### config.mk
export PLATFORM = sky130hd
export DESIGN_NAME = prng_flat
export DESIGN_NICKNAME = d
export VERILOG_FILES = /design/src/verilog/soc_pkg.sv /design/src/verilog/cpu_bus_if.sv /design/src/verilog/prng.sv /design/src/flat_wrapper.sv
export SDC_FILE = /design/constraint.sdc
export NUM_CORES = 1
export LEC_CHECK = 0
export ABC_CLOCK_PERIOD_IN_PS = 2300
export BUFFER_PORTS_ARGS = -buffer_cell sky130_fd_sc_hd__clkbuf_2
export CAP_MARGIN = 15
export CORE_MARGIN = 10
export CORE_UTILIZATION = 51
export CTS_CLUSTER_DIAMETER = 120
export DETAILED_ROUTE_END_ITERATION = 16
export PLACE_DENSITY = 0.84
export SLEW_MARGIN = 20
export SYNTH_ARGS = -nofsm -noshare
export SYNTH_HDL_FRONTEND = slang
export SYNTH_SLANG_ARGS = --single-unit
### constraint.sdc
create_clock -name cpu_clk -period 2.3 [get_ports cpu_clk]
set_input_delay 0.115 -clock cpu_clk [delete_from_list [all_inputs] [get_ports cpu_clk]]
set_output_delay 0.115 -clock cpu_clk [all_outputs]
set_load 0.02 [all_outputs]
### src/verilog/soc_pkg.sv
/*
 * Address map, slave index constants, LFSR taps,
 * boot vectors and the audio frame type
 */
package soc_pkg;

	// ==============================
	// Address map
	// ==============================
	localparam logic [31:0] BOOT_BASE  = 32'hFFFC_0000;
	localparam logic [31:0] STACK_BASE = 32'hFF40_0000;
	localparam logic [31:0] LED_BASE   = 32'hFFDC_0600;
	localparam logic [31:0] GPIO_BASE  = 32'hFFDC_0700;
	localparam logic [31:0] RAND_BASE  = 32'hFFDC_0C00;
	localparam logic [31:0] AUD_BASE   = 32'hFFDC_0D00;

	// Bit positions in the select and ack vectors
	localparam int SL_BOOT    = 0;
	localparam int SL_STACK   = 1;
	localparam int SL_IO      = 2;
	localparam int SL_RAND    = 3;
	localparam int SL_AUD     = 4;
	localparam int NUM_SLAVES = 5;

	// Right-shifting Galois LFSR
	localparam logic [31:0] LFSR_TAPS = 32'h8020_0003;

	// ==============================
	// Boot ROM contents
	// ==============================
	localparam logic [31:0] BOOT_SSP = 32'hFF40_1000;
	localparam logic [31:0] BOOT_PC  = 32'hFFFC_0010;

	// Start-up table, ROM words 8 to 19
	localparam int BOOT_TABLE_AT  = 8;
	localparam int BOOT_TABLE_LEN = 12;
	localparam logic [0:11][15:0] BOOT_TABLE = {
		16'h4E79, 16'h4E7A, 16'h4E7B, 16'h4E7C,
		16'h4E7D, 16'h4E7E, 16'h4E7F, 16'h4E80,
		16'h4E81, 16'h4E82, 16'h4E83, 16'h4E84
	};

	// Stereo frame, written as two samples and shifted as one word
	typedef union packed {
		logic [31:0] raw;
		struct packed {
			logic [15:0] left;
			logic [15:0] right;
		} half;
	} aud_frame_u;

endpackage

### src/verilog/cpu_bus_if.sv
/*
 * Decoded CPU bus between the address decoder and the slaves
 */
interface cpu_bus_if;

	logic        cyc;
	logic        stb;
	logic        we;
	logic [1:0]  sel;
	logic [31:0] adr;
	logic [15:0] wdat;

	// Driven by the decoder
	modport master (
		output cyc, stb, we, sel, adr, wdat
	);

	// Seen by every peripheral
	modport slave (
		input cyc, stb, we, sel, adr, wdat
	);

endinterface

### src/verilog/prng.sv
/*
 * 32-bit Galois LFSR, seedable, read as two halves
 */
module prng import soc_pkg::*; #(
	parameter logic [31:0] PRNG_SEED = 32'h0000_0001
) (
	cpu_bus_if.slave    bus,
	input  logic        cs_i,
	input  logic        cpu_clk,
	input  logic        rst,
	output logic        ack_o,
	output logic [15:0] rdat_o
);

	logic [31:0] state_q;
	logic [31:0] state_nx;
	logic        wr;
	logic        step;

	// Shift right, fold the taps in when a one falls out
	assign state_nx = {1'b0, state_q[31:1]} ^ (state_q[0] ? LFSR_TAPS : 32'd0);

	// Only offsets 0 and 2 are live
	assign wr   = ack_o & bus.we & (bus.adr[3:2] == 2'b00);
	assign step = ack_o & ~bus.we & (bus.adr[3:1] == 3'd1);

	always_ff @(posedge cpu_clk) begin
		if (rst)
			ack_o <= 1'b0;
		else
			ack_o <= bus.cyc & bus.stb & cs_i & ~ack_o;
	end

	// A zero seed would stick, software has to avoid it
	always_ff @(posedge cpu_clk) begin
		if (rst)
			state_q <= PRNG_SEED;
		else if (wr) begin
			if (bus.adr[1])
				state_q[15:0] <= bus.wdat;
			else
				state_q[31:16] <= bus.wdat;
		end else if (step)
			state_q <= state_nx;
	end

	assign rdat_o = bus.adr[1] ? state_q[15:0] : state_q[31:16];

endmodule

### src/flat_wrapper.sv
// flat-port wrapper written by rule: the top's interface ports become plain ports
module prng_flat import soc_pkg::*;
#(
	parameter logic [31:0] PRNG_SEED = 32'h0000_0001
)
  (cs_i, cpu_clk, rst, ack_o, rdat_o, bus_cyc, bus_stb, bus_we, bus_sel, bus_adr, bus_wdat);
  cpu_bus_if bus_i ();
  input  logic cs_i;
  input  logic cpu_clk;
  input  logic rst;
  output logic ack_o;
  output logic [15:0] rdat_o;
  input wire logic [$bits(bus_i.cyc)-1:0] bus_cyc;
  input wire logic [$bits(bus_i.stb)-1:0] bus_stb;
  input wire logic [$bits(bus_i.we)-1:0] bus_we;
  input wire logic [$bits(bus_i.sel)-1:0] bus_sel;
  input wire logic [$bits(bus_i.adr)-1:0] bus_adr;
  input wire logic [$bits(bus_i.wdat)-1:0] bus_wdat;
  assign bus_i.cyc = bus_cyc;
  assign bus_i.stb = bus_stb;
  assign bus_i.we = bus_we;
  assign bus_i.sel = bus_sel;
  assign bus_i.adr = bus_adr;
  assign bus_i.wdat = bus_wdat;
  prng #(.PRNG_SEED(PRNG_SEED)) u_core (.bus(bus_i), .cs_i(cs_i), .cpu_clk(cpu_clk), .rst(rst), .ack_o(ack_o), .rdat_o(rdat_o));
endmodule
==> results.yml <==
status:
  status: "complete, no violations"
synth:
  synthesis.area_mm2: 0.001789
  syn_nets: 246
  synth-compound-area-share: 0.2245
  synth-simple-area-share: 0.2266
  synth-adder-area-share: 0
  async_reset_ff_frac: 0
  synth_xor_area_frac: 0.009790
  seq_area_frac_synth: 0.3692
  synthMuxAreaShare: 0.1126
  ys.warnings.count: 0
  synth-edff-count: 0
  syn-instance-count: 190
  synth_top_family_by_area: "simple AND/OR/NAND/NOR gates"
  ys_types: 25
  yosys_most_used_dff: "dfxtp_1"
  avgSynthCellArea_um2: 9.417
  synth-seq-cells: 33
final_layout:
  layout_common_cells: "nand2_1 (47), clkbuf_2 (41), dfxtp_1 (33)"
  final_util: 0.6060
  final_common_cell: "nand2_1"
  num_antenna_cells: 0
  area_growth_syn_to_layout_pct: 13.92
  nNetsFinal: 284
  drive_gt1_frac: 0.3930
drt:
  wl_mm: 4.082
  via_count: 1497
  drtIter0Drc: 100
  viasPerCell: 5.444
  wl_per_cell_um: 14.84
  dr.pass1.iters: 6
  drcViolationCount: 0
  antenna_left: 0
power_and_ir_drop:
  p_seq_frac: 0.604
  clkPwrFrac: 0.313
  pwr-share-comb: 0.084
  internal-power_uw: 728.2
  p_switching_uw: 232.7
  max-vdd-ir-drop_mv: 0.2764
  power_density_mw_per_mm2: 471.4
  swShare: 0.2422
  p_leak_uw: 0.0007094
sta:
  setup_violations: 0
  period_minus_slack_ns: 1.872
  tightestPinTransition_ns: 0.8028
  fin_crit_sh: 0.8139
  finalHoldViolCount: 0
  final_max_slew_viol_count: 0
  skew_ns: 0.007060
  rsz0062_at_grt: "no"
  max_freq_ghz: 0.5342
  fin_setup_tns_ns: 0
  slew_headroom: 0.4648
die:
  coreArea_mm2: 0.003363
  row_count: 21
  die_area_mm2: 0.006277
  start_util: 0.5320
  die_x_um: 79.23
  pin_count: 73
  fp.dieH_um: 79.23
placement:
  dp.final_hpwl_mm: 2.901
  place.gp.congestion: 0.7398
  port_buffers: 41
grt:
  grt.total_usage: 0.1290
  met2_usage: 0.2227
  grt_pass1_vias: 1490
  grt_max_degree: 34
  gr-usage-met3: 0.04167
  grt_overflow: 0
  antenna_found_initial: 0
  top_usage_layer: "met2"
  grtUsageMet1: 0.1422
  grt_pass1_wl_mm: 6.665
worst_setup_path:
  cp-end-kind: "register"
  arrival_ns: 2.08
  worstSetupStartpointType: "register"
  worstSetupPathType: "register to register"
  critical_path_required_ns: 2.51
  crit_fanout: 31
cts:
  cts_resized: 0
  htreeDepth: 2
  cts_buffers: 5
  path_clk_slew_ns: 0.09
  postCtsSetupBuffers: 0
  cts_sinks: 33
  cts_root_buf: "clkbuf_4"
  tritoncts: "done"
  clock_latency_ns: 0.32
  ctsHoldBuffers: 0
  clock_path_buffers: 2
worst_hold_path:
  worstHoldPathType: "input pin to register"
flow_run:
  maxCapViolCount: 0
[metal layers]
metal	vias up	part of all wire	wire length [um]
met5	-	0	0
met4	0	0.013	55
met3	6	0.061	248
met2	36	0.49	1995
met1	687	0.44	1782
li1	768	-	-
[critical path, stage by stage, from the launching register on]
cell and delay (ns):
dfxtp_1 0.57, nand4bb_4 0.28, o22ai_4 0.18, buf_4 0.38, nor2_1 0.08, a311oi_1 0.27
[power by group through the flow]
stage                     sequential [uW]  combinational, uW  clock [uW]
after CTS                             580               81.4         308
final                                 580               80.3         300
after detailed placement              593               80.9           0
after floorplan                       593               47.1           0
after global placement                593               80.1           0
after global routing                  581               87.1         336
[registers in the layout (all words and copies together) (netlist names)]
register,flops
u_core.ack_o,1
u_core.state_q,32
[cells by family (layout without fill, tap and decap cells)]
logic type,after synthesis,after routing
and+or+nand+nor,86,86
DFF,33,33
xor gates and xnor gates,2,2
buffers and inverters,15,54
AOI/OAI and AO/OA,36,36
muxes,18,18
[final cells by class]
class / instances / area [um2]
Multi-Input combinational cell: 142 / 1026
Sequential cell: 33 / 660.6
Tap cell: 46 / 57.56
Timing Repair Buffer: 46 / 242.7
Clock inverter: 2 / 10.01
Fill cell: 334 / 1325
Clock buffer: 6 / 41.29
[cells in the mapped netlist (2+ instances only)]
master,instances,area share
nor2_1,31,0.065
buf_4,3,0.013
mux2_2,17,0.11
a311oi_2,15,0.13
buf_2,4,0.011
xor2_1,2,0.0098
a311oi_1,13,0.064
a21oi_1,4,0.011
clkbuf_1,3,0.0063
nand4bb_4,2,0.031
buf_6,4,0.025
nand2_1,47,0.099
dfxtp_1,33,0.37
[path summary, 6_finish.rpt]
check	startpoint	endpoint	slack [ns]	cells past startpoint
setup reg to reg	u_core.ack_o	u_core.state_q[31]	0.43	5
hold / removal	cs_i	u_core.ack_o	0.03	3
setup / recovery	u_core.ack_o	u_core.state_q[31]	0.43	5
hold reg to reg	u_core.state_q[1]	u_core.state_q[1]	0.50	2
[stage by stage]
| step | total power [uW] | worst slack [ns] | instance area [um2] | std cells | hold slack, ns |
|---|---|---|---|---|---|
| 3_5_place_dp | 674.3 | 0.4599 | 1987 | 267 | 0.3598 |
| 5_1_grt | 1004 | 0.2596 | 2038 | 275 | 0.03021 |
| 3_3_place_gp | 673.3 | 0.4832 | 1987 | 267 | 0.3567 |
| 4_1_cts | 969.7 | 0.4290 | 2038 | 275 | 0.01735 |
| 6_report | 960.9 | 0.4281 | 2038 | 275 | 0.02689 |
| 2_1_floorplan | 639.9 | 0.7627 | 1789 | 190 | 0.1871 |
Power figures use the tool's default switching activity.
