**src/verilog/soc_pkg.sv**
```systemverilog
/*
 * Address map, slave index constants, LFSR taps,
 * boot vectors and the audio frame type
 */
package soc_pkg;

	// ==============================
	// Address map
	// ==============================
	localparam logic [31:0] BOOT_BASE  = 32'hFFFC_0000;
	localparam logic [31:0] STACK_BASE = 32'hFF40_0000;
	localparam logic [31:0] LED_BASE   = 32'hFFDC_0600;
	localparam logic [31:0] GPIO_BASE  = 32'hFFDC_0700;
	localparam logic [31:0] RAND_BASE  = 32'hFFDC_0C00;
	localparam logic [31:0] AUD_BASE   = 32'hFFDC_0D00;

	// Bit positions in the select and ack vectors
	localparam int SL_BOOT    = 0;
	localparam int SL_STACK   = 1;
	localparam int SL_IO      = 2;
	localparam int SL_RAND    = 3;
	localparam int SL_AUD     = 4;
	localparam int NUM_SLAVES = 5;

	// Right-shifting Galois LFSR
	localparam logic [31:0] LFSR_TAPS = 32'h8020_0003;

	// ==============================
	// Boot ROM contents
	// ==============================
	localparam logic [31:0] BOOT_SSP = 32'hFF40_1000;
	localparam logic [31:0] BOOT_PC  = 32'hFFFC_0010;

	// Start-up table, ROM words 8 to 19
	localparam int BOOT_TABLE_AT  = 8;
	localparam int BOOT_TABLE_LEN = 12;
	localparam logic [0:11][15:0] BOOT_TABLE = {
		16'h4E79, 16'h4E7A, 16'h4E7B, 16'h4E7C,
		16'h4E7D, 16'h4E7E, 16'h4E7F, 16'h4E80,
		16'h4E81, 16'h4E82, 16'h4E83, 16'h4E84
	};

	// Stereo frame, written as two samples and shifted as one word
	typedef union packed {
		logic [31:0] raw;
		struct packed {
			logic [15:0] left;
			logic [15:0] right;
		} half;
	} aud_frame_u;

endpackage

```
**src/verilog/cpu_bus_if.sv**
```systemverilog
/*
 * Decoded CPU bus between the address decoder and the slaves
 */
interface cpu_bus_if;

	logic        cyc;
	logic        stb;
	logic        we;
	logic [1:0]  sel;
	logic [31:0] adr;
	logic [15:0] wdat;

	// Driven by the decoder
	modport master (
		output cyc, stb, we, sel, adr, wdat
	);

	// Seen by every peripheral
	modport slave (
		input cyc, stb, we, sel, adr, wdat
	);

endinterface

```
**src/verilog/board_io.sv**
```systemverilog
/*
 * LED register, switch read, address display and codec enables
 */
module board_io import soc_pkg::*; (
	cpu_bus_if.slave    bus,
	input  logic        cs_i,
	input  logic        cpu_clk,
	input  logic        rst,
	output logic        ack_o,
	output logic [15:0] rdat_o,
	input  logic [7:0]  sw_i,
	input  logic [2:0]  btn_i,
	output logic [7:0]  led_o,
	output logic        en_tx_o,
	output logic        en_rx_o
);

	logic        is_gpio;
	logic        wr;
	logic [7:0]  led_q;
	logic [1:0]  gpio_q;
	logic [31:0] adr_q;

	assign is_gpio = bus.adr[31:4] == GPIO_BASE[31:4];
	assign wr      = ack_o & bus.we;

	always_ff @(posedge cpu_clk) begin
		if (rst)
			ack_o <= 1'b0;
		else
			ack_o <= bus.cyc & bus.stb & cs_i & ~ack_o;
	end

	always_ff @(posedge cpu_clk) begin
		if (rst) begin
			led_q  <= 8'h00;
			gpio_q <= 2'b00;
		end else if (wr) begin
			if (is_gpio)
				gpio_q <= bus.wdat[1:0];
			else if (bus.adr[3:1] == 3'd0)
				led_q <= bus.wdat[7:0];
		end
	end

	// Address of the most recent transfer, for the display
	always_ff @(posedge cpu_clk) begin
		if (bus.cyc & bus.stb)
			adr_q <= bus.adr;
	end

	assign rdat_o  = is_gpio ? {14'd0, gpio_q} : {8'h00, sw_i};
	assign en_tx_o = gpio_q[1];
	assign en_rx_o = gpio_q[0];

	assign led_o = btn_i[2] ? adr_q[23:16] :
	               btn_i[1] ? adr_q[15:8] :
	               btn_i[0] ? adr_q[7:0] :
	               led_q;

endmodule

```
**src/flat_wrapper.sv**
```systemverilog
// flat-port wrapper written by rule: the top's interface ports become plain ports
module board_io_flat import soc_pkg::*;
  (cs_i, cpu_clk, rst, ack_o, rdat_o, sw_i, btn_i, led_o, en_tx_o, en_rx_o, bus_cyc, bus_stb, bus_we, bus_sel, bus_adr, bus_wdat);
  cpu_bus_if bus_i ();
  input  logic cs_i;
  input  logic cpu_clk;
  input  logic rst;
  output logic ack_o;
  output logic [15:0] rdat_o;
  input  logic [7:0] sw_i;
  input  logic [2:0] btn_i;
  output logic [7:0] led_o;
  output logic en_tx_o;
  output logic en_rx_o;
  input wire logic [$bits(bus_i.cyc)-1:0] bus_cyc;
  input wire logic [$bits(bus_i.stb)-1:0] bus_stb;
  input wire logic [$bits(bus_i.we)-1:0] bus_we;
  input wire logic [$bits(bus_i.sel)-1:0] bus_sel;
  input wire logic [$bits(bus_i.adr)-1:0] bus_adr;
  input wire logic [$bits(bus_i.wdat)-1:0] bus_wdat;
  assign bus_i.cyc = bus_cyc;
  assign bus_i.stb = bus_stb;
  assign bus_i.we = bus_we;
  assign bus_i.sel = bus_sel;
  assign bus_i.adr = bus_adr;
  assign bus_i.wdat = bus_wdat;
  board_io u_core (.bus(bus_i), .cs_i(cs_i), .cpu_clk(cpu_clk), .rst(rst), .ack_o(ack_o), .rdat_o(rdat_o), .sw_i(sw_i), .btn_i(btn_i), .led_o(led_o), .en_tx_o(en_tx_o), .en_rx_o(en_rx_o));
endmodule
```
**config.mk**
```make
export PLATFORM = sky130hd
export DESIGN_NAME = board_io_flat
export DESIGN_NICKNAME = d
export VERILOG_FILES = /design/src/verilog/soc_pkg.sv /design/src/verilog/cpu_bus_if.sv /design/src/verilog/board_io.sv /design/src/flat_wrapper.sv
export SDC_FILE = /design/constraint.sdc
export NUM_CORES = 1
export LEC_CHECK = 0
export BUFFER_PORTS_ARGS = -buffer_cell sky130_fd_sc_hd__buf_4
export CORE_MARGIN = 1.5
export CORE_UTILIZATION = 47
export CTS_BUF_LIST = sky130_fd_sc_hd__clkbuf_16
export DETAILED_ROUTE_END_ITERATION = 16
export PLACE_DENSITY = 0.88
export SLEW_MARGIN = 5
export SYNTH_ARGS = -nofsm -noshare
export SYNTH_HDL_FRONTEND = slang
export SYNTH_SLANG_ARGS = --single-unit
```
**constraint.sdc**
```tcl
create_clock -name cpu_clk -period 4.1 [get_ports cpu_clk]
set_input_delay 0.82 -clock cpu_clk [delete_from_list [all_inputs] [get_ports cpu_clk]]
set_output_delay 0.82 -clock cpu_clk [all_outputs]
set_load 0.005 [all_outputs]
```
==> reports/metrics.yaml <==
pwr_density_cell_nw_per_um2: 386.1
fin_worst_skew_ns: 0.0004738
ios: 94
synth_mux_area_share_pct: 12.21
cts-resized-gates: 0
cts_buffer_depth: 2
total_leakage_power_uw: 0.001013
fin_util_pct: 71.02
place_hpwl_um: 2812
dr_total_vias: 1321
drive_gt1_share_pct: 40.18
numCtsBuffers: 5
postPlaceCellArea_um2: 2225
maxCapViolCount: 0
rows: 21
cp-start-kind: "primary input"
dpl.cell_count: 257
final_cell_area_um2: 2389
worst_slew_pin_slew_ns: 1.045
nets: 285
antenna_found_initial: 0
gp_congestion: 0.7773
syn2layout_area_growth_pct: 43.86
vdd_ir_drop_max_mv: 0.3910
arrival_ns: 2.58
clock_sinks: 35
core_area_um2: 3363
cts_tree: "built"
synth-compound-area-share_pct: 5.350
dieArea_um2: 3898
path_clk_slew_ns: 0.05
worstSetupPathType: "primary input to output port"
ant_nets: 0
grt_pass1_wl_um: 6092
fmax_ghz: 0.2939
slew_headroom_pct: 30.30
synthCells: 143
ys_ff_latch: 35
viasPerCell: 4.985
rsz0062_at_grt: "no"
yosys.area_share.xor_xnor_pct: 0
worstPathMaxFanout: 8
finalNonFillerCells: 265
syn_area_per_cell_um2: 11.61
grt-ovfl-total: 0
clk-insertion-delay-late_ns: 0.28
start_util_pct: 49.37
setup_viol: 0
end_kind: "output port"
track_usage_pct: 20.60
first_iter_violations: 58
timing.final.max_slew_violations: 0
netlist_area_um2: 1660
hp-class: "flip-flop to flip-flop"
grt_max_degree: 26
wl_per_cell_um: 14.58
drc: 0
clockRootBuffer: "clkbuf_16"
hold_violations: 0
die_w_um: 62.44
die_y_um: 62.44
diodes: 0
outcome: "finished clean"
hold_ws_ns: 0.4766
synth_top_family_by_area: "simple AND/OR/NAND/NOR gates"
port_buffers: 75
yosysSeqAreaShare_pct: 56.67
holdBufCountCts: 0
fin_crit_sh_pct: 82.97
setup-tns-final_ns: 0
post_cts_buffers: 0
required_ns: 3.28
totalWireLength_um: 3865
first_pass_iters: 4
synth-simple-area-share_pct: 20.57
synthAdderAreaFrac_pct: 0
period_needed_ns: 3.402
h-tree-depth: 2
ys_warn_count: 0
synth.distinct_cells: 25
grt_pass1_vias: 1336
metrics by stage:
step / worst slack [ns] / power, uW
after global placement: 0.7698 / 509.3
after detailed placement: 0.7371 / 512.7
after global routing: 0.6115 / 951.6
after CTS: 0.6941 / 928.4
final: 0.6980 / 922.2
after floorplan: 1.117 / 449.7
placed cells by master, fill, tap and decap left out, types with 2 or more instances in the layout:
master and n:
nand4_1 2, mux2i_1 18, dfxtp_1 11, buf_4 75, clkbuf_16 5, edfxtp_1 24, nand2_1 8, nand4b_1 2
nor2_1 9, mux2_2 2, nand4bb_1 2, a21oi_1 8, and2_1 7, o21ai_0 8, conb_1 8, nor3_1 2
nand2b_1 18
worst max-delay path, cell delays in order:
cell and delay (ns):
buf_4 0.11, or4b_1 0.61, nor4_4 0.42, nand2_2 0.17
mux2_2 0.31, buf_4 0.13
layer usage:
| layer | vias up | GRT usage [%] | routed length (um) |
|---|---|---|---|
| met5 | - | 0 | 0 |
| met1 | 617 | 22.49 | 1536 |
| li1 | 644 | - | - |
| met4 | 0 | 7.222 | 47 |
| met2 | 54 | 36.96 | 2054 |
| met3 | 6 | 7.207 | 225 |
registers in the layout, indices dropped and copies added, names as in the netlist:
name	cells
u_core.adr_q	24
u_core.led_q	8
u_core.gpio_q	2
u_core.ack_o	1
Yosys cell counts, drive strengths merged:
cell / n / area [um2]
nand2: 9 / 36.29
nand3: 1 / 5.000
or4b: 2 / 20.02
nor2: 9 / 33.78
nor3: 2 / 10.01
buf: 9 / 63.81
nand4: 2 / 12.51
o21ai: 8 / 40.04
mux2i: 18 / 180.2
conb: 1 / 3.750
clkbuf: 5 / 18.77
nand2b: 18 / 112.6
and3: 1 / 6.260
mux2: 2 / 22.52
nand4bb: 2 / 22.52
nor4: 1 / 21.27
nand4b: 2 / 17.52
dfxtp: 11 / 220.2
and2: 7 / 43.79
a21oi: 9 / 48.80
edfxtp: 24 / 720.7
logic make-up after synthesis:
kind of cell	count (synthesis)
buf+inv	14
other cells	1
simple gates	56
mux	20
flops	35
compound gates	17
power by group:
group	switching, uW	internal [uW]
Combinational	42.4	63.2
Sequential	4.62	397
Clock	133	283
Total	180	743
final cells by class:
type / count / area [um2]
fill: 264 / 974.7
timing repair buffer: 75 / 563.0
tap: 46 / 57.56
clock inverter: 3 / 38.79
clock buffer: 5 / 125.1
multi-input combinational: 101 / 663.1
sequential: 35 / 940.9
path summary, 6_finish.rpt:
path / startpoint / endpoint / slack [ns] / depth (start not counted)
worst max register to register: u_core.ack_o / u_core.led_q[1] / 2.79 / 3
worst min-delay path: u_core.led_q[2] / u_core.led_q[2] / 0.48 / 2
worst max-delay path: bus_adr[17] / rdat_o[0] / 0.70 / 6
worst min register to register: u_core.led_q[2] / u_core.led_q[2] / 0.48 / 2
No activity file was read; power rests on OpenSTA's default activity.
