[config.mk]
export PLATFORM = sky130hd
export DESIGN_NAME = boot_rom_flat
export DESIGN_NICKNAME = d
export VERILOG_FILES = /design/src/verilog/soc_pkg.sv /design/src/verilog/cpu_bus_if.sv /design/src/verilog/boot_rom.sv /design/src/flat_wrapper.sv
export SDC_FILE = /design/constraint.sdc
export NUM_CORES = 1
export LEC_CHECK = 0
export BUFFER_PORTS_ARGS = -buffer_cell sky130_fd_sc_hd__buf_2
export CAP_MARGIN = 20
export CORE_MARGIN = 1.5
export CORE_UTILIZATION = 36
export CTS_CLUSTER_SIZE = 28
export DETAILED_ROUTE_END_ITERATION = 8
export HOLD_SLACK_MARGIN = 0.02
export PLACE_DENSITY = 0.89
export REMOVE_ABC_BUFFERS = 1
export SLEW_MARGIN = 20
export SYNTH_ARGS = -nofsm -noshare
export SYNTH_HDL_FRONTEND = slang
export SYNTH_SLANG_ARGS = --single-unit
[constraint.sdc]
create_clock -name cpu_clk -period 3.75 [get_ports cpu_clk]
set_input_delay 0.75 -clock cpu_clk [delete_from_list [all_inputs] [get_ports cpu_clk]]
set_output_delay 0.75 -clock cpu_clk [all_outputs]
set_load 0.01 [all_outputs]
[src/verilog/soc_pkg.sv]
/*
 * Address map, slave index constants, LFSR taps,
 * boot vectors and the audio frame type
 */
package soc_pkg;

	// ==============================
	// Address map
	// ==============================
	localparam logic [31:0] BOOT_BASE  = 32'hFFFC_0000;
	localparam logic [31:0] STACK_BASE = 32'hFF40_0000;
	localparam logic [31:0] LED_BASE   = 32'hFFDC_0600;
	localparam logic [31:0] GPIO_BASE  = 32'hFFDC_0700;
	localparam logic [31:0] RAND_BASE  = 32'hFFDC_0C00;
	localparam logic [31:0] AUD_BASE   = 32'hFFDC_0D00;

	// Bit positions in the select and ack vectors
	localparam int SL_BOOT    = 0;
	localparam int SL_STACK   = 1;
	localparam int SL_IO      = 2;
	localparam int SL_RAND    = 3;
	localparam int SL_AUD     = 4;
	localparam int NUM_SLAVES = 5;

	// Right-shifting Galois LFSR
	localparam logic [31:0] LFSR_TAPS = 32'h8020_0003;

	// ==============================
	// Boot ROM contents
	// ==============================
	localparam logic [31:0] BOOT_SSP = 32'hFF40_1000;
	localparam logic [31:0] BOOT_PC  = 32'hFFFC_0010;

	// Start-up table, ROM words 8 to 19
	localparam int BOOT_TABLE_AT  = 8;
	localparam int BOOT_TABLE_LEN = 12;
	localparam logic [0:11][15:0] BOOT_TABLE = {
		16'h4E79, 16'h4E7A, 16'h4E7B, 16'h4E7C,
		16'h4E7D, 16'h4E7E, 16'h4E7F, 16'h4E80,
		16'h4E81, 16'h4E82, 16'h4E83, 16'h4E84
	};

	// Stereo frame, written as two samples and shifted as one word
	typedef union packed {
		logic [31:0] raw;
		struct packed {
			logic [15:0] left;
			logic [15:0] right;
		} half;
	} aud_frame_u;

endpackage

[src/verilog/cpu_bus_if.sv]
/*
 * Decoded CPU bus between the address decoder and the slaves
 */
interface cpu_bus_if;

	logic        cyc;
	logic        stb;
	logic        we;
	logic [1:0]  sel;
	logic [31:0] adr;
	logic [15:0] wdat;

	// Driven by the decoder
	modport master (
		output cyc, stb, we, sel, adr, wdat
	);

	// Seen by every peripheral
	modport slave (
		input cyc, stb, we, sel, adr, wdat
	);

endinterface

[src/verilog/boot_rom.sv]
/*
 * Boot ROM with reset vectors and start-up table
 */
module boot_rom import soc_pkg::*; (
	input  logic        cpu_clk,
	input  logic        rst,
	cpu_bus_if.slave    bus,
	input  logic        cs_i,
	output logic        ack_o,
	output logic [15:0] rdat_o
);

	// Word lookup over the 64 KiB window
	function automatic logic [15:0] rom_word(input logic [14:0] wa);
		logic [15:0] w;
		logic [3:0]  idx;
		w = 16'h0000;
		idx = 4'(wa - 15'(BOOT_TABLE_AT));
		case (wa)
			15'd0: w = BOOT_SSP[31:16];
			15'd1: w = BOOT_SSP[15:0];
			15'd2: w = BOOT_PC[31:16];
			15'd3: w = BOOT_PC[15:0];
			default: begin
				if (wa >= 15'(BOOT_TABLE_AT) && wa < 15'(BOOT_TABLE_AT + BOOT_TABLE_LEN))
					w = BOOT_TABLE[idx];
			end
		endcase
		return w;
	endfunction

	// Writes get an ack and nothing else
	always_ff @(posedge cpu_clk) begin
		if (rst)
			ack_o <= 1'b0;
		else
			ack_o <= bus.cyc & bus.stb & cs_i & ~ack_o;
	end

	always_ff @(posedge cpu_clk) begin
		if (cs_i & bus.stb)
			rdat_o <= rom_word(bus.adr[15:1]);
	end

endmodule

[src/flat_wrapper.sv]
// flat-port wrapper written by rule: the top's interface ports become plain ports
module boot_rom_flat import soc_pkg::*;
  (cpu_clk, rst, cs_i, ack_o, rdat_o, bus_cyc, bus_stb, bus_we, bus_sel, bus_adr, bus_wdat);
  cpu_bus_if bus_i ();
  input  logic cpu_clk;
  input  logic rst;
  input  logic cs_i;
  output logic ack_o;
  output logic [15:0] rdat_o;
  input wire logic [$bits(bus_i.cyc)-1:0] bus_cyc;
  input wire logic [$bits(bus_i.stb)-1:0] bus_stb;
  input wire logic [$bits(bus_i.we)-1:0] bus_we;
  input wire logic [$bits(bus_i.sel)-1:0] bus_sel;
  input wire logic [$bits(bus_i.adr)-1:0] bus_adr;
  input wire logic [$bits(bus_i.wdat)-1:0] bus_wdat;
  assign bus_i.cyc = bus_cyc;
  assign bus_i.stb = bus_stb;
  assign bus_i.we = bus_we;
  assign bus_i.sel = bus_sel;
  assign bus_i.adr = bus_adr;
  assign bus_i.wdat = bus_wdat;
  boot_rom u_core (.cpu_clk(cpu_clk), .rst(rst), .bus(bus_i), .cs_i(cs_i), .ack_o(ack_o), .rdat_o(rdat_o));
endmodule
==> qor.csv <==
stage,metric,value,unit
critical_path,kind of critical path,in2reg,
clocking,clock sinks,11,
route,WL final,1.18,mm
floorplan,I/O Pins,73,
sta,final hold violations,0,
min_path,hold path startpoint,u_core.ack_o,
logic_synthesis,largest family of logic cells by synthesized area,simple AND/OR/NAND/NOR gates,
logic_synthesis,Synth area leaders,"edfxtp_1 (45%), ha_1 (9.3%), buf_4 (6.7%), nor3_1 (3.7%), nor4_4 (3.2%)",
clocking,Skew-Pair Late Insertion Delay,0.27,ns
global_route,initial antenna violation count,0,
logic_synthesis,"area leader, netlist",edfxtp_1,
logic_synthesis,post-synth top area share,0.449,
route,# DRC,0,
floorplan,Die Y,46.1,um
global_route,vias in the first global route,453,
min_path,worst hold path class,reg2reg,
critical_path,Arrival @ worst endpoint,1.76,ns
sta,Tightest Pin Transition,0.452,ns
sta,Clock Skews,0,ns
global_route,largest net degree at the start of global routing,12,
floorplan,DIE AREA,2130,um^2
critical_path,crit start category,primary input,
clocking,Clock Root Buffer,clkbuf_4,
place,I/O Buffers,36,
finish,Reg area,320,um^2
global_route,global-route wire length before repair,1.77,mm
critical_path,CP max-delay cell,or3_1,
place,GP Congestion,0.788,
logic_synthesis,multiplexer area fraction after synthesis,0,
critical_path,CP Cell Sequence,buf_2 > inv_1 > ha_1 > or3_1 > a21oi_1 > nor2_1,
logic_synthesis,Seq cells post-synth,11,
logic_synthesis,simple-gate share of the synthesized area,0.239,
finish,# fillers,166,
finish,Util after Layout,0.488,
sta,period utilization,0.464,
critical_path,worst-path maximum fanout,5,
logic_synthesis,netlist area before placement,669,um^2
route,1st-pass router iterations,4,
clocking,Setup Buffers After CTS,0,
global_route,gr usage total,0.122,
place,post-DP HPWL,977,um
clocking,clk slew on worst S/H paths,0.06,ns
finish,area occupied by multi-input gates,283,um^2
logic_synthesis,Avg Inst Size Synth,11.0,um^2
finish,Layout Nets,155,
pwr,Leakage,0.335,nW
sta,final setup fails,0,
global_route,gr ovfl total,0,
floorplan,std cell rows,15,
sta,Worst Hold Slack,0.557,ns
sta,min Tclk post-route,1.74,ns
clocking,clock buffer count from CTS,3,
critical_path,Worst Setup End Kind,register,
floorplan,CORE AREA,1750,um^2
logic_synthesis,Synth Area in Adders,0.0935,
critical_path,Reg2Reg Launch Point,u_core.ack_o,
sta,Slew HR,0.699,
logic_synthesis,post-synthesis compound-gate area fraction,0.0766,
pwr,PnR Total Power,0.000268,W
sta,"Slew Viols, Final",0,
clocking,Max clock buf depth,2,
clocking,CTS tree,yes,
route,post-route ant nets,0,
route,Vias,566,
job,maxcap violations,0,
place,dpl cells,114,
logic_synthesis,unique cell type count in the Yosys netlist,26,
route,DR iter-0 viols,11,
logic_synthesis,Yosys warning count,0,
route,post-DR wirelength/cell,10.0,um
pwr,Peak VDD IR,0.108,mV
clocking,CTS resizes,0,
pwr,P per Cell Area,315,nW/um^2
status,outcome,"complete, no violations",
critical_path,Critical Path RT,3.77,ns
finish,area delta synth->final,27.3,%
logic_synthesis,sequential fraction of the synthesis area,0.479,
critical_path,CP startpoint,bus_adr[1],
finish,share of layout cells above drive strength 1,0.452,
sta,Achievable Freq,574,MHz
finish,Antenna Cells,0,
floorplan,Initial Utilization,0.384,
floorplan,DIE WIDTH,46.1,um
sta,Setup TNS,0,ns
finish,Final Non-Filler Cells,118,
sta,RSZ-0062 raised after global routing,no,
logic_synthesis,XOR/XNOR share of the synthesized area,0.0131,
logic_synthesis,cell count after synthesis,61,
route,post-DR vias/cell,4.80,
critical_path,Max stage delay on crit path,0.38,ns
clocking,H-tree levels,1,
clocking,CTS Hold Bufs,0,
## report_power, final
group / leakage, nW / internal, W / switching, W
Clock: 0.0150 / 0.0000412 / 0.0000389
Combinational: 0.230 / 0.0000206 / 0.0000266
Sequential: 0.0897 / 0.000139 / 0.00000170
Total: 0.335 / 0.000201 / 0.0000672
## state kept, by name, indices dropped and copies added (netlist names)
register,cells
u_core.ack_o,1
u_core.rdat_o,10
## routing by layer
layer  wire length, um  vias up  global-route usage
li1                  -      284                   -
met1               476      236               0.127
met2               569       43               0.206
met3               108        3              0.0353
met4                29        0              0.0857
met5                 0        -                   0
## through the flow
step                      instance area, um^2  worst slack (ns)
final                                     852              2.01
after detailed placement                  826              1.73
after floorplan                           614              1.96
after global placement                    826              1.77
after CTS                                 852              2.01
after global routing                      852              1.96
## area by class of cell
class / instances / area share
multi-input cells: 39 / 0.332
well taps: 25 / 0.0367
flip-flops and latches: 11 / 0.376
clock buffers: 4 / 0.0308
inverters: 3 / 0.0132
repair buffers: 36 / 0.211
## critical path: cells and delay by family
family	cells	cell delay, ns
AND/OR/NAND/NOR	2	0.43
AO/OA/AOI/OAI	1	0.15
buffers and inverters	2	0.20
adder cells (fa/ha/maj)	1	0.24
## cell families after synthesis
| kind of cell | count (synthesis) |
|---|---|
| xor+xnor | 1 |
| buf+inv | 11 |
| fa+ha+maj | 5 |
| simple gates | 24 |
| compound gates | 9 |
| flops | 11 |
## cells in the final DEF (no fill, tap or decap), drive strengths merged, types with 2 or more instances in the layout
cell type | netlist | final
buf | 8 | 36
clkbuf | 0 | 4
o21ai | 2 | 2
edfxtp | 10 | 10
nand3 | 2 | 2
nor3 | 5 | 5
inv | 3 | 3
a21oi | 4 | 4
nor4 | 5 | 5
nor2 | 5 | 5
ha | 5 | 5
## worst paths after layout
path | to | slack (ns) | cells past startpoint
worst max-delay path | u_core.rdat_o[14] | 2.01 | 6
worst min-delay path | u_core.ack_o | 0.56 | 2
worst max register to register | u_core.ack_o | 3.13 | 2
worst min register to register | u_core.ack_o | 0.56 | 2
## synth_stat cells
library cell  number
and2_1             1
xor2_1             1
a21oi_1            4
nor3_1             5
inv_1              3
nand3b_1           1
dfxtp_1            1
nor4_2             1
nand3_1            1
nor4b_1            1
o31ai_1            1
a31oi_1            1
or3_1              1
nor2_1             5
nor3b_1            1
buf_2              2
nand3_2            1
and3_1             1
o21ai_0            2
buf_4              6
nor4_1             3
a21boi_1           1
ha_1               5
nor4_4             1
edfxtp_1          10
nor2b_1            1
Note: power is estimated with default switching activity, not from simulation.
