--- src/verilog/soc_pkg.sv ---
/*
 * Address map, slave index constants, LFSR taps,
 * boot vectors and the audio frame type
 */
package soc_pkg;

	// ==============================
	// Address map
	// ==============================
	localparam logic [31:0] BOOT_BASE  = 32'hFFFC_0000;
	localparam logic [31:0] STACK_BASE = 32'hFF40_0000;
	localparam logic [31:0] LED_BASE   = 32'hFFDC_0600;
	localparam logic [31:0] GPIO_BASE  = 32'hFFDC_0700;
	localparam logic [31:0] RAND_BASE  = 32'hFFDC_0C00;
	localparam logic [31:0] AUD_BASE   = 32'hFFDC_0D00;

	// Bit positions in the select and ack vectors
	localparam int SL_BOOT    = 0;
	localparam int SL_STACK   = 1;
	localparam int SL_IO      = 2;
	localparam int SL_RAND    = 3;
	localparam int SL_AUD     = 4;
	localparam int NUM_SLAVES = 5;

	// Right-shifting Galois LFSR
	localparam logic [31:0] LFSR_TAPS = 32'h8020_0003;

	// ==============================
	// Boot ROM contents
	// ==============================
	localparam logic [31:0] BOOT_SSP = 32'hFF40_1000;
	localparam logic [31:0] BOOT_PC  = 32'hFFFC_0010;

	// Start-up table, ROM words 8 to 19
	localparam int BOOT_TABLE_AT  = 8;
	localparam int BOOT_TABLE_LEN = 12;
	localparam logic [0:11][15:0] BOOT_TABLE = {
		16'h4E79, 16'h4E7A, 16'h4E7B, 16'h4E7C,
		16'h4E7D, 16'h4E7E, 16'h4E7F, 16'h4E80,
		16'h4E81, 16'h4E82, 16'h4E83, 16'h4E84
	};

	// Stereo frame, written as two samples and shifted as one word
	typedef union packed {
		logic [31:0] raw;
		struct packed {
			logic [15:0] left;
			logic [15:0] right;
		} half;
	} aud_frame_u;

endpackage

--- src/verilog/cpu_bus_if.sv ---
/*
 * Decoded CPU bus between the address decoder and the slaves
 */
interface cpu_bus_if;

	logic        cyc;
	logic        stb;
	logic        we;
	logic [1:0]  sel;
	logic [31:0] adr;
	logic [15:0] wdat;

	// Driven by the decoder
	modport master (
		output cyc, stb, we, sel, adr, wdat
	);

	// Seen by every peripheral
	modport slave (
		input cyc, stb, we, sel, adr, wdat
	);

endinterface

--- src/verilog/audio_codec_port.sv ---
/*
 * Audio codec port: sample registers, bit and word clocks,
 * serial frame output and left input capture
 */
module audio_codec_port import soc_pkg::*; #(
	parameter int BCLK_DIV = 2
) (
	cpu_bus_if.slave    bus,
	input  logic        cs_i,
	input  logic        cpu_clk,
	input  logic        rst,
	output logic        ack_o,
	output logic [15:0] rdat_o,
	input  logic        en_tx_i,
	input  logic        en_rx_i,
	output logic        aud_bclk_o,
	output logic        aud_lrclk_o,
	output logic        aud_dac_o,
	input  logic        aud_adc_i
);

	localparam int DW = (BCLK_DIV > 1) ? $clog2(BCLK_DIV) : 1;
	localparam logic [DW-1:0] DIV_LAST = DW'(BCLK_DIV - 1);

	logic [15:0]   left_q;
	logic [15:0]   right_q;
	logic [15:0]   cap_q;
	logic [15:0]   adc_sr_q;
	logic          en;
	logic [DW-1:0] div_q;
	logic          bclk_q;
	logic [5:0]    bit_q;
	logic          tick, rise, fall;
	logic          data_bit;
	aud_frame_u    frame_q;

	// ==============================
	// Register interface
	// ==============================
	always_ff @(posedge cpu_clk) begin
		if (rst)
			ack_o <= 1'b0;
		else
			ack_o <= bus.cyc & bus.stb & cs_i & ~ack_o;
	end

	always_ff @(posedge cpu_clk) begin
		if (rst) begin
			left_q  <= 16'h0000;
			right_q <= 16'h0000;
		end else if (ack_o & bus.we) begin
			if (bus.adr[2:1] == 2'd0)
				left_q <= bus.wdat;
			else if (bus.adr[2:1] == 2'd1)
				right_q <= bus.wdat;
		end
	end

	always_comb begin
		case (bus.adr[2:1])
			2'd0:    rdat_o = left_q;
			2'd1:    rdat_o = right_q;
			2'd2:    rdat_o = cap_q;
			default: rdat_o = 16'h0000;
		endcase
	end

	// ==============================
	// Bit and word clocks
	// ==============================
	assign en   = en_tx_i | en_rx_i;
	assign tick = en & (div_q == DIV_LAST);
	assign rise = tick & ~bclk_q;
	assign fall = tick & bclk_q;
	// First 16 bits of each slot carry data
	assign data_bit = ~bit_q[4];

	always_ff @(posedge cpu_clk) begin
		if (rst || !en) begin
			div_q  <= '0;
			bclk_q <= 1'b0;
			bit_q  <= 6'd0;
		end else begin
			div_q <= tick ? '0 : div_q + 1'b1;
			if (tick)
				bclk_q <= ~bclk_q;
			if (fall)
				bit_q <= bit_q + 6'd1;
		end
	end

	// Reload at the start of the left slot, idle keeps it fresh
	always_ff @(posedge cpu_clk) begin
		if (!en || (fall && bit_q == 6'd63)) begin
			frame_q.half.left  <= left_q;
			frame_q.half.right <= right_q;
		end else if (fall && data_bit)
			frame_q.raw <= {frame_q.raw[30:0], 1'b0};
	end

	// Left slot input, sampled mid-bit
	always_ff @(posedge cpu_clk) begin
		if (rise && data_bit && !bit_q[5])
			adc_sr_q <= {adc_sr_q[14:0], aud_adc_i};
	end

	always_ff @(posedge cpu_clk) begin
		if (rst)
			cap_q <= 16'h0000;
		else if (fall && en_rx_i && bit_q == 6'd31)
			cap_q <= adc_sr_q;
	end

	assign aud_bclk_o  = bclk_q;
	assign aud_lrclk_o = bit_q[5];
	assign aud_dac_o   = en_tx_i & data_bit & frame_q.raw[31];

endmodule

--- src/flat_wrapper.sv ---
// flat-port wrapper written by rule: the top's interface ports become plain ports
module audio_codec_port_flat import soc_pkg::*;
#(
	parameter int BCLK_DIV = 2
)
  (cs_i, cpu_clk, rst, ack_o, rdat_o, en_tx_i, en_rx_i, aud_bclk_o, aud_lrclk_o, aud_dac_o, aud_adc_i, bus_cyc, bus_stb, bus_we, bus_sel, bus_adr, bus_wdat);
  cpu_bus_if bus_i ();
  input  logic cs_i;
  input  logic cpu_clk;
  input  logic rst;
  output logic ack_o;
  output logic [15:0] rdat_o;
  input  logic en_tx_i;
  input  logic en_rx_i;
  output logic aud_bclk_o;
  output logic aud_lrclk_o;
  output logic aud_dac_o;
  input  logic aud_adc_i;
  input wire logic [$bits(bus_i.cyc)-1:0] bus_cyc;
  input wire logic [$bits(bus_i.stb)-1:0] bus_stb;
  input wire logic [$bits(bus_i.we)-1:0] bus_we;
  input wire logic [$bits(bus_i.sel)-1:0] bus_sel;
  input wire logic [$bits(bus_i.adr)-1:0] bus_adr;
  input wire logic [$bits(bus_i.wdat)-1:0] bus_wdat;
  assign bus_i.cyc = bus_cyc;
  assign bus_i.stb = bus_stb;
  assign bus_i.we = bus_we;
  assign bus_i.sel = bus_sel;
  assign bus_i.adr = bus_adr;
  assign bus_i.wdat = bus_wdat;
  audio_codec_port #(.BCLK_DIV(BCLK_DIV)) u_core (.bus(bus_i), .cs_i(cs_i), .cpu_clk(cpu_clk), .rst(rst), .ack_o(ack_o), .rdat_o(rdat_o), .en_tx_i(en_tx_i), .en_rx_i(en_rx_i), .aud_bclk_o(aud_bclk_o), .aud_lrclk_o(aud_lrclk_o), .aud_dac_o(aud_dac_o), .aud_adc_i(aud_adc_i));
endmodule
--- config.mk ---
export PLATFORM = sky130hd
export DESIGN_NAME = audio_codec_port_flat
export DESIGN_NICKNAME = d
export VERILOG_FILES = /design/src/verilog/soc_pkg.sv /design/src/verilog/cpu_bus_if.sv /design/src/verilog/audio_codec_port.sv /design/src/flat_wrapper.sv
export SDC_FILE = /design/constraint.sdc
export NUM_CORES = 1
export LEC_CHECK = 0
export ABC_CLOCK_PERIOD_IN_PS = 2400
export BUFFER_PORTS_ARGS = -buffer_cell sky130_fd_sc_hd__clkbuf_2
export CORE_ASPECT_RATIO = 1.4
export CORE_MARGIN = 2
export CORE_UTILIZATION = 50
export CTS_CLUSTER_DIAMETER = 150
export CTS_CLUSTER_SIZE = 8
export DETAILED_ROUTE_END_ITERATION = 12
export PLACE_DENSITY = 0.75
export SLEW_MARGIN = 20
export SYNTH_ARGS = -nofsm -noshare
export SYNTH_HDL_FRONTEND = slang
export SYNTH_SLANG_ARGS = --single-unit
--- constraint.sdc ---
create_clock -name cpu_clk -period 2.4 [get_ports cpu_clk]
set_input_delay 0.24 -clock cpu_clk [delete_from_list [all_inputs] [get_ports cpu_clk]]
set_output_delay 0.24 -clock cpu_clk [all_outputs]
set_load 0.05 [all_outputs]
==> out/qor.yml <==
clk_latency_ns: 0.34
ff2ff_setup_slack_ns: 0.52
grt_usage_pct: 20.7
vias_per_cell: 5.77
synth.top_cell.area_share_pct: 32.5
layout_min_cycle_time_ns: 1.89
drive_gt1_share_pct: 19.2
synth_commonest_cells: "nand2_1, dfxtp_1, a21oi_1"
dp_cells: 536
cp_top_family: "buffers and inverters"
die_y_um: 115
syn_to_final_growth_pct: 12.9
cp_cell_sequence: "clkbuf_2 -> mux2i_1 -> o21ai_0 -> clkbuf_2"
path_max_fanout: 18
die_area_um2: 9640
timing.fmax_mhz: 530
setup_tns_ns: 0
antenna_found_initial: 0
post-dp-hpwl_mm: 6.70
hold_violations: 0
p_per_area_nw_per_um2: 702
post-route-drc-count: 0
gp_congestion: 0.826
synth_xor_xnor_area_share_pct: 0.395
grt_first_pass_wirelength_mm: 15.6
cts_tree: "done"
skew_ns: 0.00756
synth_warnings: 0
end_kind: "primary output"
ys_top_cells_by_area: "edfxtp_1, dfxtp_1, nand2_1, a21oi_1, mux2_1"
avgSynthCellArea_um2: 10.8
rows: 40
slowest_delay_ns: 0.46
rsz0062_at_grt: "false"
ant_nets: 0
syn_nets: 469
vdd_drop_max_mv: 0.478
hold_class: "in -> reg"
yosys.area_share.simple_pct: 14.3
holdPathStages: 1
crit_path_frequent_cell: "clkbuf_2"
crit_type: "in -> out"
min_from: "aud_adc_i"
r2r_cells: 5
core_area_um2: 8610
slew_viol_final: 0
critPathRequiredTime_ns: 2.16
seq_area_frac_synth_pct: 58.3
syn_area_um2: 4430
fp.dieW_um: 83.5
ys_types: 34
arrival_ns: 1.65
maxCapViolCount: 0
first_pass_iters: 5
clkSlewWorstSetupHoldPaths_ns: 0.06
synth_edf_count: 48
num_vias: 3186
wl_per_cell_um: 17.7
root_buffer: "clkbuf_16"
cts_buffer_depth: 2
synth_compound_area_share_pct: 11.4
synth_most_common_cell: "nand2_1"
tightest_slew_ns: 0.868
synth_mux_area_share_pct: 11.5
port_buffers: 46
cts_resized: 0
synth_ff_type: "dfxtp_1"
htreeDepth: 3
start_kind: "input port"
numCtsBuffers: 9
yosysTopAreaCell: "edfxtp_1"
grt_max_degree: 33
hold_buffers: 0
grt_pass1_vias: 3143
grt_overflow: 0
worstPathBufferInverterCount: 2
reg2reg_from: "u_core.bit_q[0]$_SDFFE_PP0P_"
synthArstFlopShare_pct: 0
synth_adder_area_share_pct: 0.282
setup_viol: 0
route.final.wire_length_mm: 9.78
min_to: "u_core.adc_sr_q[0]$_DFFE_PP_"
synthCells: 409
initial_core_util_pct: 51.5
outcome: "completed"
diodes: 0
crit_slowest_cell: "clkbuf_2"
slew_headroom_pct: 41.8
post-cts-setup-buffers: 0
leakagePower_uw: 0.00176
io_pins: 79
synth_top_family_by_area: "simple AND/OR/NAND/NOR gates"
fin_nets: 502
drt_iter0_markers: 246
reg2reg_to: "u_core.frame_q[10]$_DFFE_PP_"
timing.final.crit_share_pct: 78.6
cts.sinks: 105
fin_cells: 552
ys_seq_elements: 105
-- cells by family after synthesis --
family | count (synthesis)
and+or+nand+nor | 131
DFF | 105
AOI/OAI and AO/OA | 90
muxes | 47
buffers and inverters | 33
xor gates and xnor gates | 2
adders and majority gates | 1
-- area by class of cell --
class | instances | area [um^2]
Multi-Input combinational cell | 271 | 1690
Sequential cell | 105 | 2580
Fill cell | 730 | 3610
Timing Repair Buffer | 55 | 323
Tap cell | 105 | 131
Clock buffer | 14 | 264
Clock inverter | 2 | 12.5
-- routing by layer --
metal	track usage (%)	vias up	wire length [um]
li1	-	1532	-
met4	6.88	0	218
met2	36.3	92	5080
met1	25.4	1548	4000
met3	4.52	14	475
met5	0	-	0
-- worst max-delay path by stage --
stage / startpoint / endpoint / cells after the start / slack [ns]
4_1_cts: u_core.bit_q[0]$_SDFFE_PP0P_ / u_core.frame_q[11]$_DFFE_PP_ / 5 / 0.51
6_report: bus_adr[1] / rdat_o[7] / 4 / 0.51
5_1_grt: u_core.bit_q[0]$_SDFFE_PP0P_ / u_core.frame_q[11]$_DFFE_PP_ / 5 / 0.35
3_3_place_gp: bus_adr[1] / u_core.left_q[7]$_SDFFE_PP0P_ / 4 / 0.41
2_1_floorplan: u_core.aud_bclk_o$_SDFFE_PP0N_ / u_core.adc_sr_q[0]$_DFFE_PP_ / 2 / 0.28
3_5_place_dp: bus_adr[1] / u_core.left_q[12]$_SDFFE_PP0P_ / 4 / 0.39
-- stage by stage --
stage                     total power (uW)  hold slack [ns]  utilization, %  setup WS, ns  instance area [um^2]
final                                 3510           0.0777            58.1         0.513                  5000
after global routing                  3620           0.0740            58.1         0.351                  5000
after detailed placement              2190            0.421            54.9         0.390                  4730
after global placement                2180            0.419            54.9         0.413                  4730
after floorplan                       2120            0.339               -         0.278                  4440
after CTS                             3530           0.0734            58.1         0.514                  5000
-- where the power goes --
part	internal, uW	leakage [uW]	switching [uW]
Sequential	1930	0.000915	24.0
Clock	762	0.000135	600
Combinational	74.6	0.000711	119
Total	2770	0.00176	743
-- placed cells by master (no fill, tap or decap), types with 2 or more instances in the layout --
| cell | synthesis | final |
|---|---|---|
| o31ai_1 | 16 | 16 |
| a21oi_1 | 54 | 54 |
| nand2b_1 | 3 | 3 |
| nor2b_1 | 2 | 2 |
| nand2_1 | 83 | 83 |
| nand4_1 | 17 | 17 |
| xor2_1 | 2 | 2 |
| mux2i_1 | 16 | 16 |
| clkbuf_8 | 0 | 2 |
| buf_12 | 0 | 2 |
| clkbuf_16 | 0 | 9 |
| and3_1 | 2 | 2 |
| nand3_1 | 3 | 3 |
| clkbuf_1 | 15 | 3 |
| o21ai_0 | 19 | 19 |
| or3_1 | 3 | 3 |
| mux2_2 | 11 | 11 |
| dfxtp_1 | 57 | 57 |
| nand4b_1 | 2 | 2 |
| or2_2 | 2 | 2 |
| edfxtp_1 | 48 | 48 |
| nor2_1 | 6 | 6 |
| buf_4 | 2 | 7 |
| mux2_1 | 20 | 20 |
| clkbuf_2 | 4 | 46 |
-- state kept, by name, summed over array words and instances (netlist names) --
register,cells
u_core.ack_o,1
u_core.adc_sr_q,16
u_core.aud_bclk_o,1
u_core.bit_q,6
u_core.cap_q,16
u_core.div_q,1
u_core.frame_q,32
u_core.left_q,16
u_core.right_q,16
Power figures use the tool's default switching activity.
